<file path="src/include/lsu_mem_cfg.svh">
`ifndef LSU_MEM_CFG_SVH
`define LSU_MEM_CFG_SVH

// Load/store units sharing the memory
`define LSU_NUM     4

// Bank groups, selected by the low word address bits
`define BG_NUM      4

// Words per bank
`define BG_DEPTH    64

`define DATA_W      32

// Request queue entries per LSU, also the initial credit count
`define LSU_Q_DEPTH 4

`endif

</file>
<file path="src/logic/lsu_mem_pkg.sv">
`include "lsu_mem_cfg.svh"

package lsu_mem_pkg;

    // One memory word
    typedef logic [`DATA_W-1:0] data_t;

    // Names an LSU or a bank group
    typedef logic [$clog2(`BG_NUM)-1:0] bg_sel_t;

    // Row inside one bank
    typedef logic [$clog2(`BG_DEPTH)-1:0] row_t;

    // Word address, row in the upper bits and bank in the low bits
    typedef logic [$bits(row_t)+$bits(bg_sel_t)-1:0] word_addr_t;

    // Last LSU granted on a bank
    typedef enum bg_sel_t {
        LAST_L0,
        LAST_L1,
        LAST_L2,
        LAST_L3
    } rr_state_e;

endpackage

</file>
<file path="src/logic/bank_if.sv">
interface bank_if;

    logic                 en;
    logic                 write;
    lsu_mem_pkg::row_t    row;
    lsu_mem_pkg::data_t   wdata;
    lsu_mem_pkg::bg_sel_t lsu_id;
    logic                 rsp_valid;
    lsu_mem_pkg::data_t   rdata;
    lsu_mem_pkg::bg_sel_t rsp_lsu;

    modport xbar (
        output en,
        output write,
        output row,
        output wdata,
        output lsu_id,
        input  rsp_valid,
        input  rdata,
        input  rsp_lsu
    );

    modport bank (
        input  en,
        input  write,
        input  row,
        input  wdata,
        input  lsu_id,
        output rsp_valid,
        output rdata,
        output rsp_lsu
    );

endinterface

</file>
<file path="src/logic/bank_group.sv">
`include "lsu_mem_cfg.svh"

module bank_group (
    input  logic clk,
    input  logic reset,
    bank_if.bank bank
);

    lsu_mem_pkg::data_t   mem [`BG_DEPTH];
    lsu_mem_pkg::data_t   rdata_q;
    lsu_mem_pkg::bg_sel_t rsp_lsu_q;
    logic                 rsp_valid_q;
    logic                 rd_en;
    logic                 wr_en;

    assign rd_en = bank.en && !bank.write;
    assign wr_en = bank.en && bank.write;

    // Single port, one access per cycle
    always_ff @(posedge clk) begin
        if (wr_en) begin
            mem[bank.row] <= bank.wdata;
        end
        if (rd_en) begin
            rdata_q   <= mem[bank.row];
            rsp_lsu_q <= bank.lsu_id;
        end
    end

    // Writes are silent, only reads answer
    always_ff @(posedge clk) begin
        if (reset) begin
            rsp_valid_q <= 1'b0;
        end else begin
            rsp_valid_q <= rd_en;
        end
    end

    assign bank.rsp_valid = rsp_valid_q;
    assign bank.rdata     = rdata_q;
    assign bank.rsp_lsu   = rsp_lsu_q;

endmodule

</file>
<file path="src/flat_wrapper.sv">
// flat-port wrapper written by rule: the top's interface ports become plain ports
module bank_group_flat 
  (clk, reset, bank_en, bank_write, bank_row, bank_wdata, bank_lsu_id, bank_rsp_valid, bank_rdata, bank_rsp_lsu);
  bank_if bank_i ();
  input  logic clk;
  input  logic reset;
  input wire logic [$bits(bank_i.en)-1:0] bank_en;
  input wire logic [$bits(bank_i.write)-1:0] bank_write;
  input wire logic [$bits(bank_i.row)-1:0] bank_row;
  input wire logic [$bits(bank_i.wdata)-1:0] bank_wdata;
  input wire logic [$bits(bank_i.lsu_id)-1:0] bank_lsu_id;
  output wire logic [$bits(bank_i.rsp_valid)-1:0] bank_rsp_valid;
  output wire logic [$bits(bank_i.rdata)-1:0] bank_rdata;
  output wire logic [$bits(bank_i.rsp_lsu)-1:0] bank_rsp_lsu;
  assign bank_i.en = bank_en;
  assign bank_i.write = bank_write;
  assign bank_i.row = bank_row;
  assign bank_i.wdata = bank_wdata;
  assign bank_i.lsu_id = bank_lsu_id;
  assign bank_rsp_valid = bank_i.rsp_valid;
  assign bank_rdata = bank_i.rdata;
  assign bank_rsp_lsu = bank_i.rsp_lsu;
  bank_group u_core (.clk(clk), .reset(reset), .bank(bank_i));
endmodule
</file>
<file path="config.mk">
export PLATFORM = sky130hd
export DESIGN_NAME = bank_group_flat
export DESIGN_NICKNAME = d
export VERILOG_FILES = /design/src/logic/lsu_mem_pkg.sv /design/src/logic/bank_if.sv /design/src/logic/bank_group.sv /design/src/flat_wrapper.sv
export VERILOG_INCLUDE_DIRS = /design/src /design/src/include
export SDC_FILE = /design/constraint.sdc
export NUM_CORES = 2
export LEC_CHECK = 0
export ABC_CLOCK_PERIOD_IN_PS = 3900
export BUFFER_PORTS_ARGS = -buffer_cell sky130_fd_sc_hd__buf_4
export CORE_MARGIN = 2
export CORE_UTILIZATION = 45
export CTS_CLUSTER_SIZE = 24
export DETAILED_ROUTE_END_ITERATION = 16
export SYNTH_ARGS = -nofsm -noshare
export SYNTH_HDL_FRONTEND = slang
export SYNTH_SLANG_ARGS = --single-unit
</file>
<file path="constraint.sdc">
create_clock -name clk -period 3.9 [get_ports clk]
set_input_delay 0.78 -clock clk [delete_from_list [all_inputs] [get_ports clk]]
set_output_delay 0.78 -clock clk [all_outputs]
set_load 0.005 [all_outputs]
</file>
======== Yosys cells after proc, flatten, opt, wreduce, memory -nomap -nowiden ========
Memories as Yosys holds them, arrays and structs flattened. A register that Yosys moved wholly into a read port is not among the register bits.
Cells that the tools add are included.
word-level totals
  memories ................................ 1
  bits in writable memories ............... 2048
  input bits .............................. 44
  output and inout port bits .............. 35
  logic and storage cells ................. 8
  register bits ........................... 3
cells by class
  reduce and logical (&&, ||, !) cells .... 3
  muxes and demuxes ....................... 2
memory list
  name        words  bits a word  read ports  clocked after memory_dff  wr ports  RTL line         source
  u_core.mem  64     32           1           1                         1         bank_group.sv:9  lsu_mem_pkg::data_t mem [`BG_DEPTH];
operator list
  cell               number
  $logic_and 1x1->1  2
  $mux 1             2
  $logic_not 1->1    1

======== Logic depth before layout (Yosys ltp) ========
  word-level depth ........................ 3
  gate-level depth with buffers ........... 9
  gate-level depth less buffers ........... 5

======== Worst setup path after synthesis ========
No wires, ideal clock.
  path type ............................... input to register
  start point ............................. in bank_row[2]
  end point ............................... mem u_core.mem[17][0] in the netlist's numbering (enable)
  slack ................................... 0.194 ns
  setup time .............................. 0.421 ns
  buffers on the path ..................... 3
  required time ........................... 3.479 ns
  arrival time ............................ 3.285 ns
  cell stages on the path ................. 6
  cells stage by stage .................... buf_4 > buf_6 > nor3b_2 > clkbuf_1 > nand2_1 > nor2_1
RTL lines
  item         RTL line           source
  from (decl)  flat_wrapper.sv:9  input wire logic [$bits(bank_i.row)-1:0] bank_row;
  to (decl)    bank_group.sv:9
Straight into the memory's write port.

==> impl_metrics.py <==
metrics = {
    "clock_network": {
        "cts_hold_buffers": 0,
        "cts_tree": "done",
        "clk_pin_slew_ps": 60,
        "cts_buffers": 199,
        "cts-root-buf": "clkbuf_16",
        "cts_max_level": 4,
        "cts_resized": 0,
        "cts.path.max_buffers": 3,
        "clock-sinks": 2083,
        "postCtsSetupBuffers": 0,
        "clkLatencyLatePin_ps": 850,
    },
    "final_layout": {
        "final_core_util": 0.521,
        "areaGrowthSynthToFinish_pct": 15.3,
        "fin_cells": 6975,
        "final_cell_mix": "edfxtp_1, buf_4, a221oi_1",
        "design_area_um2": 91600,
        "fin_nets": 4514,
        "layout_commonest_cell": "edfxtp_1",
        "num-fill-cells": 13900,
        "layout-drive-gt1-share": 0.229,
    },
    "drt": {
        "vias": 44000,
        "drt_iter0_markers": 5792,
        "drcViolationCount": 0,
        "dr.pass1.iters": 9,
        "postRouteAntennaNets": 0,
        "avgViaCountPerCell": 6.31,
        "drt_wl_total_um": 224000,
        "wl_per_cell_um": 32.1,
    },
    "placed_design": {
        "placed_area_um2": 85300,
        "gp_congestion": 0.860,
        "pre_cts_slack_ps": -373,
        "port-buffer-count": 78,
        "dpl.hpwl_um": 133000,
        "dp_cells": 6609,
    },
    "flow_run": {
        "maxCapViolations": 0,
    },
    "run_status": {
        "outcome": "finished clean",
    },
    "min_path": {
        "hold_end": "u_core.bank.rsp_valid",
        "min-delay-start": "reset",
        "hp-class": "primary input to flop",
        "min_path_cells": 2,
    },
    "synth": {
        "postSynthNetCount": 4190,
        "synth-main-ff-cell": "edfxtp_1",
        "synth_edf_count": 2082,
        "ys_types": 56,
        "syn_area_um2": 79500,
        "synthCells": 4146,
        "ys_ff_latch": 2083,
        "synth_seq_area_share": 0.787,
        "avgSynthCellArea_um2": 19.2,
        "async_flop_share": 0,
        "yosysWarnings": 0,
    },
    "grt": {
        "antenna_found_initial": 7,
        "grt_first_pass_wirelength_um": 317000,
        "grt_pass1_vias": 41700,
        "grt_max_degree": 76,
        "grt_overflow": 0,
        "track_usage": 0.247,
    },
    "die": {
        "die_x_um": 424,
        "fp.coreArea_um2": 176000,
        "num_io_pins": 79,
        "dieArea_um2": 180000,
        "dieHeight_um": 424,
        "placementRows": 154,
        "start_util": 0.452,
    },
    "timing": {
        "layout_setup_ws_ps": 405,
        "max_freq_ghz": 0.286,
        "clock-skew-final_ps": 29.4,
        "tightest_slew_ps": 1450,
        "slew_headroom": 0.0302,
        "fin_crit_sh": 0.896,
        "tns_ps": 0,
        "drv_slew": 0,
        "post-route-min-period_ps": 3490,
        "hold_viol": 0,
        "setup_viol": 0,
        "rsz0062_at_grt": "false",
    },
    "setup_path": {
        "reg2regPathDepth": 6,
        "r2r_setup_slack_ps": 1060,
        "r2r-end": "u_core.bank.rdata[29]",
        "worstReg2RegStart": "u_core.mem[37][29]",
        "critPathSlowestCell": "a2111oi_1",
        "path_delay_family": "compound AO/OA/AOI/OAI gates",
        "crit_path_end_kind": "flop",
        "crit_required_ps": 4450,
        "cp-start-kind": "primary input",
        "cp_max_fo": 49,
        "crit_top_cell": "buf_4",
        "path_buf_inv": 3,
        "crit_arrival_ps": 4050,
        "worstPathCellList": "buf_8 > buf_4 > mux2i_1 > mux4_2 > a21oi_1 > a2111oi_1 > buf_4 > o2111ai_1",
        "crit_path_max_incr_delay_ps": 1220,
        "crit_type": "primary input to flop",
        "path_depth": 8,
    },
    "pwr": {
        "power.density_nw_per_um2": 502,
        "peakVddDrop_mv": 0.364,
        "power.leakage_nw": 28.7,
    },
}
==> state kept, by name (all words and copies together) (netlist names) <==
signal and flops:
u_core.mem 2048, u_core.bank.rdata 32, u_core.bank.rsp_lsu 2, u_core.bank.rsp_valid 1
==> kinds of logic (layout without fill, tap and decap cells) <==
logic type             count (synthesis)  in the layout  synth area share
DFF                                 2083           2083             0.787
other                                  0              3                 0
and+or+nand+nor                      542            542            0.0350
AOI/OAI and AO/OA                    830            830            0.0805
buffers and inverters                297            783            0.0187
muxes                                394            394            0.0789
==> cell type report <==
type | instances | area [um^2] | area share
clock buffer | 249 | 5250 | 0.0573
timing repair buffer | 415 | 3800 | 0.0415
tap | 2340 | 2930 | 0.0320
inverter | 5 | 23.8 | 0.000259
clock inverter | 114 | 1040 | 0.0114
sequential | 2083 | 62500 | 0.682
multi-input combinational | 1766 | 16000 | 0.175
antenna | 3 | 7.51 | 0.0000819
==> worst reg2reg max path, delay by kind of cell (launching register included) <==
family	cells	cell delay (ps)
AO/OA/AOI/OAI	3	1450
multiplexers	2	450
flip-flops	1	360
buffers and inverters	1	290
==> stage by stage <==
stage / hold WS [ps] / power (mW)
global placement: 649 / 27.7
CTS: 33.8 / 46.3
floorplan: 633 / 26.4
global route: 59.7 / 47.3
detailed placement: 659 / 27.7
finish: 95.1 / 46.0
==> worst max-delay path by stage <==
stage                                 end  slack, ps         from
floorplan               u_core.mem[17][0]        190  bank_row[2]
global placement     u_core.bank.rdata[5]       -730  bank_row[1]
detailed placement  u_core.bank.rdata[29]       -370  bank_row[2]
CTS                 u_core.bank.rdata[29]        530  bank_row[2]
global route        u_core.bank.rdata[29]        390  bank_row[2]
finish              u_core.bank.rdata[29]        410  bank_row[2]
==> Yosys cell counts, types with 30 or more instances <==
cell type  count  share of area
clkbuf_1     127         0.0060
nand2_1      111         0.0052
a22oi_1      123          0.012
mux2i_1      116          0.015
o21ai_0       66         0.0042
and3_1        30         0.0024
nand2b_1      58         0.0046
buf_2        101         0.0064
o22ai_1       81         0.0064
a22o_1        71         0.0078
edfxtp_1    2082           0.79
mux2_2       102          0.014
nor3_1        92         0.0058
nor2_1       123         0.0058
nor3b_1       32         0.0030
mux4_2       176          0.050
a21oi_1       71         0.0045
a221oi_1     318          0.035
==> power by group <==
| group | switching (mW) | internal (mW) |
|---|---|---|
| combinational | 1.63 | 0.790 |
| sequential | 0.0422 | 24.8 |
| clock | 8.24 | 10.5 |
==> routing by layer <==
layer,track usage,share of wire
met5,0,0
met4,0.0618,0.023
met3,0.0480,0.096
met2,0.380,0.47
met1,0.363,0.42
No activity file was read; power rests on OpenSTA's default activity.
