`config.mk`:
```
export PLATFORM = sky130hd
export DESIGN_NAME = lsu_port_flat
export DESIGN_NICKNAME = d
export VERILOG_FILES = /design/src/logic/lsu_mem_pkg.sv /design/src/logic/lsu_req_if.sv /design/src/logic/lsu_port.sv /design/src/flat_wrapper.sv
export VERILOG_INCLUDE_DIRS = /design/src /design/src/include
export SDC_FILE = /design/constraint.sdc
export NUM_CORES = 1
export LEC_CHECK = 0
export ABC_CLOCK_PERIOD_IN_PS = 1900
export BUFFER_PORTS_ARGS = -buffer_cell sky130_fd_sc_hd__buf_2
export CORE_MARGIN = 4
export CORE_UTILIZATION = 51
export DETAILED_ROUTE_END_ITERATION = 10
export GPL_TIMING_DRIVEN = 0
export PLACE_DENSITY = 0.75
export SLEW_MARGIN = 5
export SYNTH_ARGS = -nofsm -noshare
export SYNTH_HDL_FRONTEND = slang
export SYNTH_SLANG_ARGS = --single-unit
```
`constraint.sdc`:
```
create_clock -name clk -period 1.9 [get_ports clk]
set_input_delay 0.285 -clock clk [delete_from_list [all_inputs] [get_ports clk]]
set_output_delay 0.285 -clock clk [all_outputs]
set_load 0.05 [all_outputs]
```
`src/include/lsu_mem_cfg.svh`:
```
`ifndef LSU_MEM_CFG_SVH
`define LSU_MEM_CFG_SVH

// Load/store units sharing the memory
`define LSU_NUM     4

// Bank groups, selected by the low word address bits
`define BG_NUM      4

// Words per bank
`define BG_DEPTH    64

`define DATA_W      32

// Request queue entries per LSU, also the initial credit count
`define LSU_Q_DEPTH 4

`endif

```
`src/logic/lsu_mem_pkg.sv`:
```
`include "lsu_mem_cfg.svh"

package lsu_mem_pkg;

    // One memory word
    typedef logic [`DATA_W-1:0] data_t;

    // Names an LSU or a bank group
    typedef logic [$clog2(`BG_NUM)-1:0] bg_sel_t;

    // Row inside one bank
    typedef logic [$clog2(`BG_DEPTH)-1:0] row_t;

    // Word address, row in the upper bits and bank in the low bits
    typedef logic [$bits(row_t)+$bits(bg_sel_t)-1:0] word_addr_t;

    // Last LSU granted on a bank
    typedef enum bg_sel_t {
        LAST_L0,
        LAST_L1,
        LAST_L2,
        LAST_L3
    } rr_state_e;

endpackage

```
`src/logic/lsu_req_if.sv`:
```
interface lsu_req_if;

    logic                    head_valid;
    logic                    head_write;
    lsu_mem_pkg::word_addr_t head_addr;
    lsu_mem_pkg::data_t      head_wdata;
    logic                    grant;

    // Queue side
    modport port (
        output head_valid,
        output head_write,
        output head_addr,
        output head_wdata,
        input  grant
    );

    modport arb (
        input  head_valid,
        input  head_addr,
        output grant
    );

    modport xbar (
        input  head_write,
        input  head_addr,
        input  head_wdata
    );

endinterface

```
`src/logic/lsu_port.sv`:
```
`include "lsu_mem_cfg.svh"

module lsu_port (
    input  logic                    clk,
    input  logic                    reset,
    input  logic                    req_valid,
    input  logic                    req_write,
    input  lsu_mem_pkg::word_addr_t req_addr,
    input  lsu_mem_pkg::data_t      req_wdata,
    output logic                    credit,
    lsu_req_if.port                 req
);

    localparam int PTR_W = $clog2(`LSU_Q_DEPTH);

    logic [PTR_W-1:0]        wr_ptr;
    logic [PTR_W-1:0]        rd_ptr;
    logic [PTR_W:0]          count;
    logic                    pop;
    logic                    q_write [`LSU_Q_DEPTH];
    lsu_mem_pkg::word_addr_t q_addr  [`LSU_Q_DEPTH];
    lsu_mem_pkg::data_t      q_wdata [`LSU_Q_DEPTH];

    // Head leaves in its grant cycle and the credit goes back right away
    assign pop    = req.grant;
    assign credit = pop;

    always_ff @(posedge clk) begin
        if (reset) begin
            wr_ptr <= '0;
            rd_ptr <= '0;
            count  <= '0;
        end else begin
            if (req_valid) begin
                wr_ptr <= wr_ptr + 1'b1;
            end
            if (pop) begin
                rd_ptr <= rd_ptr + 1'b1;
            end
            case ({req_valid, pop})
                2'b10:   count <= count + 1'b1;
                2'b01:   count <= count - 1'b1;
                default: count <= count;
            endcase
        end
    end

    always_ff @(posedge clk) begin
        if (req_valid) begin
            q_write[wr_ptr] <= req_write;
            q_addr[wr_ptr]  <= req_addr;
            q_wdata[wr_ptr] <= req_wdata;
        end
    end

    assign req.head_valid = (count != '0);
    assign req.head_write = q_write[rd_ptr];
    assign req.head_addr  = q_addr[rd_ptr];
    assign req.head_wdata = q_wdata[rd_ptr];

    // Sender must hold a credit, a slot freed this cycle counts
    a_credit_respected: assert property (@(posedge clk) disable iff (reset)
        req_valid |-> (count < `LSU_Q_DEPTH) || pop);

endmodule

```
`src/flat_wrapper.sv`:
```
// flat-port wrapper written by rule: the top's interface ports become plain ports
module lsu_port_flat 
  (clk, reset, req_valid, req_write, req_addr, req_wdata, credit, req_head_valid, req_head_write, req_head_addr, req_head_wdata, req_grant);
  lsu_req_if req_i ();
  input  logic clk;
  input  logic reset;
  input  logic req_valid;
  input  logic req_write;
  input  lsu_mem_pkg::word_addr_t req_addr;
  input  lsu_mem_pkg::data_t req_wdata;
  output logic credit;
  output wire logic [$bits(req_i.head_valid)-1:0] req_head_valid;
  output wire logic [$bits(req_i.head_write)-1:0] req_head_write;
  output wire logic [$bits(req_i.head_addr)-1:0] req_head_addr;
  output wire logic [$bits(req_i.head_wdata)-1:0] req_head_wdata;
  input wire logic [$bits(req_i.grant)-1:0] req_grant;
  assign req_head_valid = req_i.head_valid;
  assign req_head_write = req_i.head_write;
  assign req_head_addr = req_i.head_addr;
  assign req_head_wdata = req_i.head_wdata;
  assign req_i.grant = req_grant;
  lsu_port u_core (.clk(clk), .reset(reset), .req_valid(req_valid), .req_write(req_write), .req_addr(req_addr), .req_wdata(req_wdata), .credit(credit), .req(req_i));
endmodule
```
Word level (Yosys, flattened, before mapping)
Memory sizes are Yosys's and may differ from the RTL's. A register that Yosys moved wholly into a read port is not among the register bits.
Index checks and enable logic that the tools add are counted.

word-level totals
  bits in registers = 7
  memory bits (writable) = 164
  input bits = 45
  output and inout bits = 43
  logic and storage cells = 23
  memories = 3

memory list
  name            words  bits a word  read ports  clocked after Yosys merged registers in  write ports  RTL line        RTL
  u_core.q_wdata  4      32           1           1                                        1            lsu_port.sv:22  lsu_mem_pkg::data_t q_wdata [`LSU_Q_DEPTH];
  u_core.q_addr   4      8            1           1                                        1            lsu_port.sv:21  lsu_mem_pkg::word_addr_t q_addr [`LSU_Q_DEPTH];
  u_core.q_write  4      1            1           1                                        1            lsu_port.sv:20  logic q_write [`LSU_Q_DEPTH];

cells by class
  add/subtract/negate cells = 4
  equal/unequal tests = 2
  mux-type cells = 9
  reductions and logical operators = 2

operators by type and width
  kind                   count
  $mux W2                6
  $pmux W3 S2            1
  $add A2 B1 Y2 const B  2
  $add A3 B1 Y3 const B  1
  $reduce_bool A3 Y1     1
  $sub A3 B1 Y3 const B  1
  $eq A2 B1 Y1 const B   1
  $eq A2 B2 Y1 const B   1
  $mux W1                2
  $reduce_bool A2 Y1     1

Logic depth before layout (Yosys ltp)
Gate-level depths: netlist (run 1).

  depth after elaboration = 3
  gate-level depth with buffers = 6

Least setup slack after synthesis (run 1)
Ideal clock, no wire load.

  path type = register to register
  start point = reg u_core.wr_ptr[0]
  end point = mem u_core.q_addr[2][0] (netlist name), enable pin
  setup time = 0.402 ns
  arrival = 1.533 ns
  required time = 1.498 ns
  path slack = -0.035 ns
  stages on the path, launching flop included = 4
  buffers on the path = 0
  period minus slack after synthesis = 1.935 ns
  cell sequence = dfxtp_1 inv_1 ha_1 and2_1

RTL lines
  what                    RTL line        RTL
  start, declared         lsu_port.sv:16  logic [PTR_W-1:0] wr_ptr;
  start signal, assigned  lsu_port.sv:35  wr_ptr <= wr_ptr + 1'b1;
  end, declared           lsu_port.sv:21

No word-level cell before the write port.

==> metrics.md, run 1 <==
| Metric | Value |
|---|---|
| Routed wire length | 10,900 µm |
| Hold Path Cell Cnt | 1 |
| RSZ-0062 raised after global routing | true |
| R2r setup slk | 0.31 ns |
| Flop and latch count out of synthesis | 173 |
| Vias in the first global route | 3,135 |
| Die area | 14,400 µm² |
| Row Count | 40 |
| Pin count of the biggest net entering global routing | 42 |
| # fillers | 808 |
| Number of synthesized flops with an enable pin | 164 |
| Clk sinks | 173 |
| Path category of the worst min-delay check | in2reg |
| Most frequent cell after synthesis | edfxtp_1 |
| Max Cap Viol | 0 |
| Io pins | 88 |
| Dpl cells | 512 |
| Min Tclk post-route | 2.05 ns |
| Relative slew slack | 0.556 |
| Avg Inst Size Synth | 24.8 µm² |
| FMAX | 0.488 GHz |
| Initial antenna violation count | 0 |
| IO buf count | 86 |
| Die Ht | 120 µm |
| Failing checks | setup timing |
| Ys async rst share | 0 |
| First-pass GRT wire length | 16,900 µm |
| Antenna diode count | 0 |
| Kind of critical path | reg2out |
| Post-synth cell types | 22 |
| Hold-fix buffers, CTS | 0 |
| Final setup margin | -0.150 ns |
| Max-slew violations | 0 |
| Synth area leaders | edfxtp_1 77%, mux4_2 14%, dfxtp_1 2.8%, buf_12 1.3%, ha_1 0.98% |
| Leak | 2.77 nW |
| GRT Total Usage | 0.160 |
| XOR/XNOR share of the synthesized area | 0.00685 |
| Post-Layout Cell Count | 549 |
| Synth Area in Compound Gates | 0.00157 |
| Synth top cells by count | 164 x edfxtp_1, 40 x mux4_2, 9 x dfxtp_1, 7 x nor2_1, 5 x ha_1 |
| Synth warnings | 0 |
| Worst Path Arrival | 1.77 ns |
| Routability Congestion | 0.679 |
| Period Utilization, post-route | 1.08 |
| Core Area | 12,200 µm² |
| Hold Fails Final Rpt | 0 |
| Routed wire per std cell | 19.9 µm |
| Multiplexer share of the synthesized area | 0.148 |
| Crit end category | output port |
| Pre-CTS setup slack | -0.0607 ns |
| Area occupied by multi-input gates | 1160 µm² |
| Deepest clock path buffer count | 2 |
| FF-to-FF End | u_core.q_wdata[2][3]$_DFFE_PP_ |
| Outcome | finished with violations |
| CP startpoint kind | register |
| Reg2reg start | u_core.wr_ptr[0]$_SDFFE_PP0P_ |
| Setup TNS | -5.42 ns |
| Total CTS buffers | 17 |
| Synth Area in Simple Gates | 0.0106 |
| Largest family of logic cells by synthesized area | multiplexers |
| Initial Util | 0.526 |
| Clock latency on the worst-skew pair | 0.42 ns |
| Via total after detailed routing | 2,905 |
| Area grow syn2layout | 25.6% |
| Final setup viols | 41 |
| DRT antenna net count | 0 |
| Syn_nets | 309 |
| Share of layout cells above drive strength 1 | 0.462 |
| Worst-path maximum fanout | 5 |
| Final Util | 0.660 |
| Dominant synthesized flop cell | edfxtp_1 |
| Register area share after synthesis | 0.798 |
| Hold Path Origin | req_wdata[13] |
| Yosys top cell area share | 0.770 |
| Syn Inst Count | 258 |
| Starting DRT DRC Count | 216 |
| Synthesized cell area | 6390 µm² |
| Worst-path clk slew | 0.06 ns |
| Final net count | 419 |
| Pwr/cell area | 1150 nW/µm² |
| Initial DRT Pass Iterations | 4 |
| DRC Markers | 0 |
| H-tree depth | 4 |
| Dpl hpwl | 6050 µm |
| Tightest Pin Transition | 0.667 ns |
| FF+latch area | 5110 µm² |
| Width of the die | 120 µm |
| Critical path data required time | 1.62 ns |
| Area share of fa/ha/maj cells after synthesis | 0.0129 |
| Worst Hold Endpoint | u_core.q_wdata[3][13]$_DFFE_PP_ |
| Overflow after GRT | 0 |
| Area leader, netlist | edfxtp_1 |
| Final Skew | 0.00646 ns |
| CTS Root Cell | clkbuf_16 |
| CTS tree | done |
| Via/cell ratio | 5.29 |
| R2R cell count | 3 |
| Max IR drop VDD | 0.685 mV |
-- logic make-up after synthesis --
family          after synthesis
mux                          43
compound gates                2
xor+xnor                      5
buf+inv                      15
simple gates                 14
fa+ha+maj                     6
flops                       173
-- layout by cell type (no fill, tap or decap), types with 3 or more instances in the layout --
cell       count
clkbuf_8       6
inv_1          3
buf_2         45
clkbuf_1       3
and2_4         4
dfxtp_1        8
edfxtp_1     164
buf_4          5
xnor2_1        3
nor2_1         7
mux4_2        41
buf_12         5
clkinv_2       3
clkbuf_16     22
ha_1           5
buf_6         41
-- what timing repair did --
action,in CTS,in global routing
setup endpoints to repair,205,41
gates cloned,0,5
resized for setup,94,3
pin swaps,0,0
setup buffers,1,0
-- cell type report --
cell class | instances | area share
plain buffers | 11 | 0.0176
clock buffers | 25 | 0.0642
clock inverters | 7 | 0.00748
inverters | 3 | 0.00140
multi-input cells | 70 | 0.144
flip-flops and latches | 173 | 0.636
well taps | 168 | 0.0262
repair buffers | 92 | 0.103
-- critical path, stage by stage (launching register included) --
cell and delay [ns]:
dfxtp_4 0.37, clkbuf_16 0.16, buf_12 0.12, mux4_2 0.53, buf_6 0.18
-- report_power, final --
part / switching [mW] / internal, mW / leakage [nW]
Clock: 1.30 / 2.00 / 0.284
Sequential: 0.0525 / 4.37 / 1.58
Combinational: 0.907 / 0.626 / 0.909
Total: 2.26 / 7.00 / 2.77
-- worst max-delay path by stage --
stage	startpoint	endpoint	slack [ns]
2_1_floorplan	register	req_head_addr[2]	0.36
3_3_place_gp	u_core.wr_ptr[0]$_SDFFE_PP0P_	u_core.q_wdata[2][18]$_DFFE_PP_	-0.006
3_5_place_dp	u_core.wr_ptr[0]$_SDFFE_PP0P_	u_core.q_wdata[2][4]$_DFFE_PP_	-0.06
4_1_cts	register	req_head_addr[6]	-0.18
5_1_grt	register	req_head_wdata[15]	-0.21
6_report	register	req_head_wdata[25]	-0.15
-- flip-flops by register name, indices dropped and copies added, names as in the netlist, named ones only --
register,flops
u_core.count,3
u_core.rd_ptr,2
u_core.q_write,4
u_core.q_addr,32
u_core.wr_ptr,2
u_core.q_wdata,128
-- layer usage --
metal	global-route usage	routed length (µm)	vias to the layer above
met5	0	0	-
li1	-	-	1299
met3	0.0462	461	16
met2	0.254	5560	73
met1	0.210	4740	1517
met4	0.0659	181	0
-- through the flow --
| stage | hold WS (ns) | area, µm² | total power [mW] |
|---|---|---|---|
| final | 0.0797 | 8030 | 9.26 |
| after global routing | 0.0615 | 8030 | 9.60 |
| after CTS | 0.0652 | 7900 | 9.29 |
| after detailed placement | 0.500 | 7040 | 5.79 |
| after global placement | 0.470 | 7040 | 5.76 |
| after floorplan | 0.384 | 6400 | 5.46 |
Power figures use the tool's default switching activity.
==> inputs of run 2 (changes only) <==
- ABC_AREA: unset -> 1
- CORE_UTILIZATION: 51 -> 45
- PLACE_DENSITY: 0.75 -> 0.7
==> metrics.md, run 2 <==
| Metric | Value |
|---|---|
| Outcome | finished with violations |
| Failing checks | setup timing |
| Area leader, netlist | edfxtp_1 |
| Io pins | 88 (unchanged) |
| Reg with most FFs | u_core.q_wdata |
| Vias in the first global route | 3,928 (+25%) |
| Deepest clock path buffer count | 2 (unchanged) |
| Synth warnings | 0 (unchanged) |
| Pwr/cell area | 1110 nW/µm² (-3.9%) |
| Syn Inst Count | 453 (+76%) |
| Most common cell after layout, fill and taps aside | edfxtp_1 |
| Flop and latch count out of synthesis | 173 (unchanged) |
| Minimum hold slack | 0.0734 ns (-0.00634 ns) |
| Final setup viols | 1 (-98%) |
| Starting DRT DRC Count | 345 (+60%) |
| Final net count | 620 (+48%) |
| Most frequent cell after synthesis | edfxtp_1 |
| H-tree depth | 4 (unchanged) |
| Width of the die | 128 µm (+7.0%) |
| Slowest stage cell, crit path | dfxtp_4 |
| Overflow after GRT | 0 (unchanged) |
| Tightest Pin Transition | 0.483 ns (-0.183 ns) |
| Critical path data required time | 1.62 ns (about the same) |
| Worst Path Arrival | 1.66 ns (-0.11 ns) |
| Placed cell areas | 7260 µm² (+3.1%) |
| Max-slew violations | 0 (unchanged) |
| Hold Fails Final Rpt | 0 (unchanged) |
| Area grow syn2layout | 30.3% |
| Kind of critical path | reg2out |
| Max Cap Viol | 0 (unchanged) |
| Most frequent cells in the layout | 164 x edfxtp_1, 90 x nor2_1, 46 x buf_2 |
| Critical path buffer and inverter count | 3 (unchanged) |
| Routability Congestion | 0.722 (+6.3%) |
| CTS tree | done |
| Crit end category | output port |
| Worst-path clk slew | 0.07 ns (about the same) |
| Syn_nets | 504 (+63%) |
| Max FFs per register | 128 (unchanged) |
| Max incr delay on CP | 0.39 ns (-0.14 ns) |
| Leak | 3.08 nW (+11%) |
| Final setup margin | -0.0415 ns (+0.109 ns) |
| Routed wire per std cell | 19.2 µm (-3.7%) |
| Max IR drop VDD | 0.590 mV (-14%) |
| Yosys top cell area share | 0.756 (-0.0143) |
| Period Utilization, post-route | 1.02 (-0.0572) |
| Die Ht | 128 µm (+7.0%) |
| Total CTS buffers | 17 (unchanged) |
| Final Total Pwr | 9.40 mW (+1.5%) |
| Post-synth cell types | 17 (-23%) |
| Initial antenna violation count | 0 (unchanged) |
| Synthesized cell area | 6510 µm² (+1.9%) |
| Core Area | 14,000 µm² (+15%) |
| DRC Markers | 0 (unchanged) |
| CP delay by family, top | compound AO/OA/AOI/OAI gates |
| Synth area leaders | edfxtp_1 76%, nor2_1 5.2%, o22ai_1 3.9%, o21ai_1 3.6%, o21ai_0 3.1% |
| Clock latency on the worst-skew pair | 0.42 ns (about the same) |
| FMAX | 0.515 GHz (+5.6%) |
| Ys async rst share | 0 (unchanged) |
| Post-Layout Cell Count | 762 (+39%) |
| DRT antenna net count | 0 (unchanged) |
| Min Tclk post-route | 1.94 ns (-0.109 ns) |
| Avg Inst Size Synth | 14.4 µm² (-42%) |
| Via total after detailed routing | 4,087 (+41%) |
| Relative slew slack | 0.677 (+0.122) |
| Final Skew | 0.00473 ns (-0.00173 ns) |
| Hold Path Origin | req_write |
| Pin count of the biggest net entering global routing | 26 (-38%) |
| Path category of the worst min-delay check | in2reg |
| Share of layout cells above drive strength 1 | 0.340 (-0.122) |
| First-pass GRT wire length | 21,000 µm (+24%) |
| Dpl hpwl | 8620 µm (+42%) |
| Routed wire length | 14,600 µm (+34%) |
| Row Count | 43 (+7.5%) |
| Worst-path maximum fanout | 10 (+5) |
| Number of synthesized flops with an enable pin | 164 (unchanged) |
| Regs by FF count | u_core.q_wdata x128, u_core.q_addr x32, u_core.q_write x4 |
| RSZ-0062 raised after global routing | true |
| Worst path cell trace | inv_6 > buf_6 > o21ai_0 > o22ai_2 > buf_6 |
| Register area share after synthesis | 0.784 (-0.0149) |
| Reg2reg start | u_core.wr_ptr[0]$_SDFFE_PP0P_ |
| Via/cell ratio | 5.36 (+1.4%) |
| Antenna diode count | 0 (unchanged) |
| Die area | 16,500 µm² (+14%) |
| GRT Total Usage | 0.172 (+0.0118) |
| CP startpoint kind | register |
| Dominant synthesized flop cell | edfxtp_1 |
| Critical Path Most Common Cell | buf_6 |
| CTS Root Cell | clkbuf_16 |
| Initial Util | 0.464 (-0.0618) |
| Dpl cells | 724 (+41%) |
| Initial DRT Pass Iterations | 5 (+1) |
| Clk sinks | 173 (unchanged) |
| IO buf count | 87 (+1.2%) |
| Finished Cell Area | 8490 µm² (+5.7%) |
| Synth top cells by count | 164 x edfxtp_1, 90 x nor2_1, 47 x o21ai_1, 41 x o21ai_0, 41 x o22ai_1 |
| Hold-fix buffers, CTS | 0 (unchanged) |
run 2: cell types whose count changed after synthesis, sizes merged, moves of 3 or more:
cell | before | now
mux4 | 41 | 0
inv | 3 | 14
xnor2 | 3 | 0
a21oi | 1 | 4
nand2 | 1 | 9
o21ai | 1 | 88
buf | 11 | 26
nor2 | 7 | 90
o22ai | 0 | 41
and2 | 4 | 0
run 2: metrics by stage:
step / setup WS [ns] / utilization / setup TNS (ns)
6_report: -0.0415 / 0.604 / -0.0415
5_1_grt: -0.122 / 0.604 / -1.21
4_1_cts: -0.0221 / 0.572 / -0.112
3_5_place_dp: 0.249 / 0.517 / 0
3_3_place_gp: -0.548 / 0.511 / -83.22
2_1_floorplan: 0.111 / - / 0
run 2: timing repair:
item,4_1_cts,5_1_grt
gates cloned,1,4
setup buffers,0,1
pin swaps,2,23
gates resized for setup,58,97
endpoints found under the setup margin,41,39
run 2: layer usage:
metal	share of wire	global-route usage	vias up
li1	-	-	1930
met1	0.42	0.222	2032
met2	0.51	0.284	114
met3	0.062	0.0558	11
met4	0.0084	0.0431	0
met5	0	0	-
run 2: final timing paths:
check / endpoint / cells after the start / slack (ns)
worst max-delay path: req_head_wdata[24] / 5 / -0.04
worst min-delay path: u_core.q_write[3]$_DFFE_PP_ / 1 / 0.07
worst max register to register: u_core.q_wdata[0][15]$_DFFE_PP_ / 5 / 0.28
worst min register to register: register / 1 / 0.48
run 2: cells by family (layout without fill, tap and decap cells):
logic type | count (synthesis) | after routing | share of synthesized area
AOI/OAI and AO/OA | 133 | 133 | 0.110
adders and majority gates | 6 | 6 | 0.0127
buffers and inverters | 40 | 169 | 0.0348
DFF | 173 | 173 | 0.784
and+or+nand+nor | 101 | 101 | 0.0590
run 2: area by class of cell:
cell class / count / area (µm²)
multi-input cells: 240 / 1380
clock buffers: 17 / 425
fillers: 1065 / 5550
repair buffers: 97 / 801
well taps: 180 / 225
plain buffers: 26 / 307
clock inverters: 15 / 184
inverters: 14 / 60.1
flip-flops and latches: 173 / 5110
run 2: report_power, final:
group | internal (mW) | switching (mW)
registers | 4.35 | 0.0511
clock network | 2.09 | 1.43
logic | 0.497 | 0.986
run 2: worst register-to-register path, stage by stage (launching register included):
cell	delay, ns
dfxtp_1	0.33
inv_1	0.12
ha_1	0.16
nand2_1	0.06
inv_2	0.36
buf_12	0.27
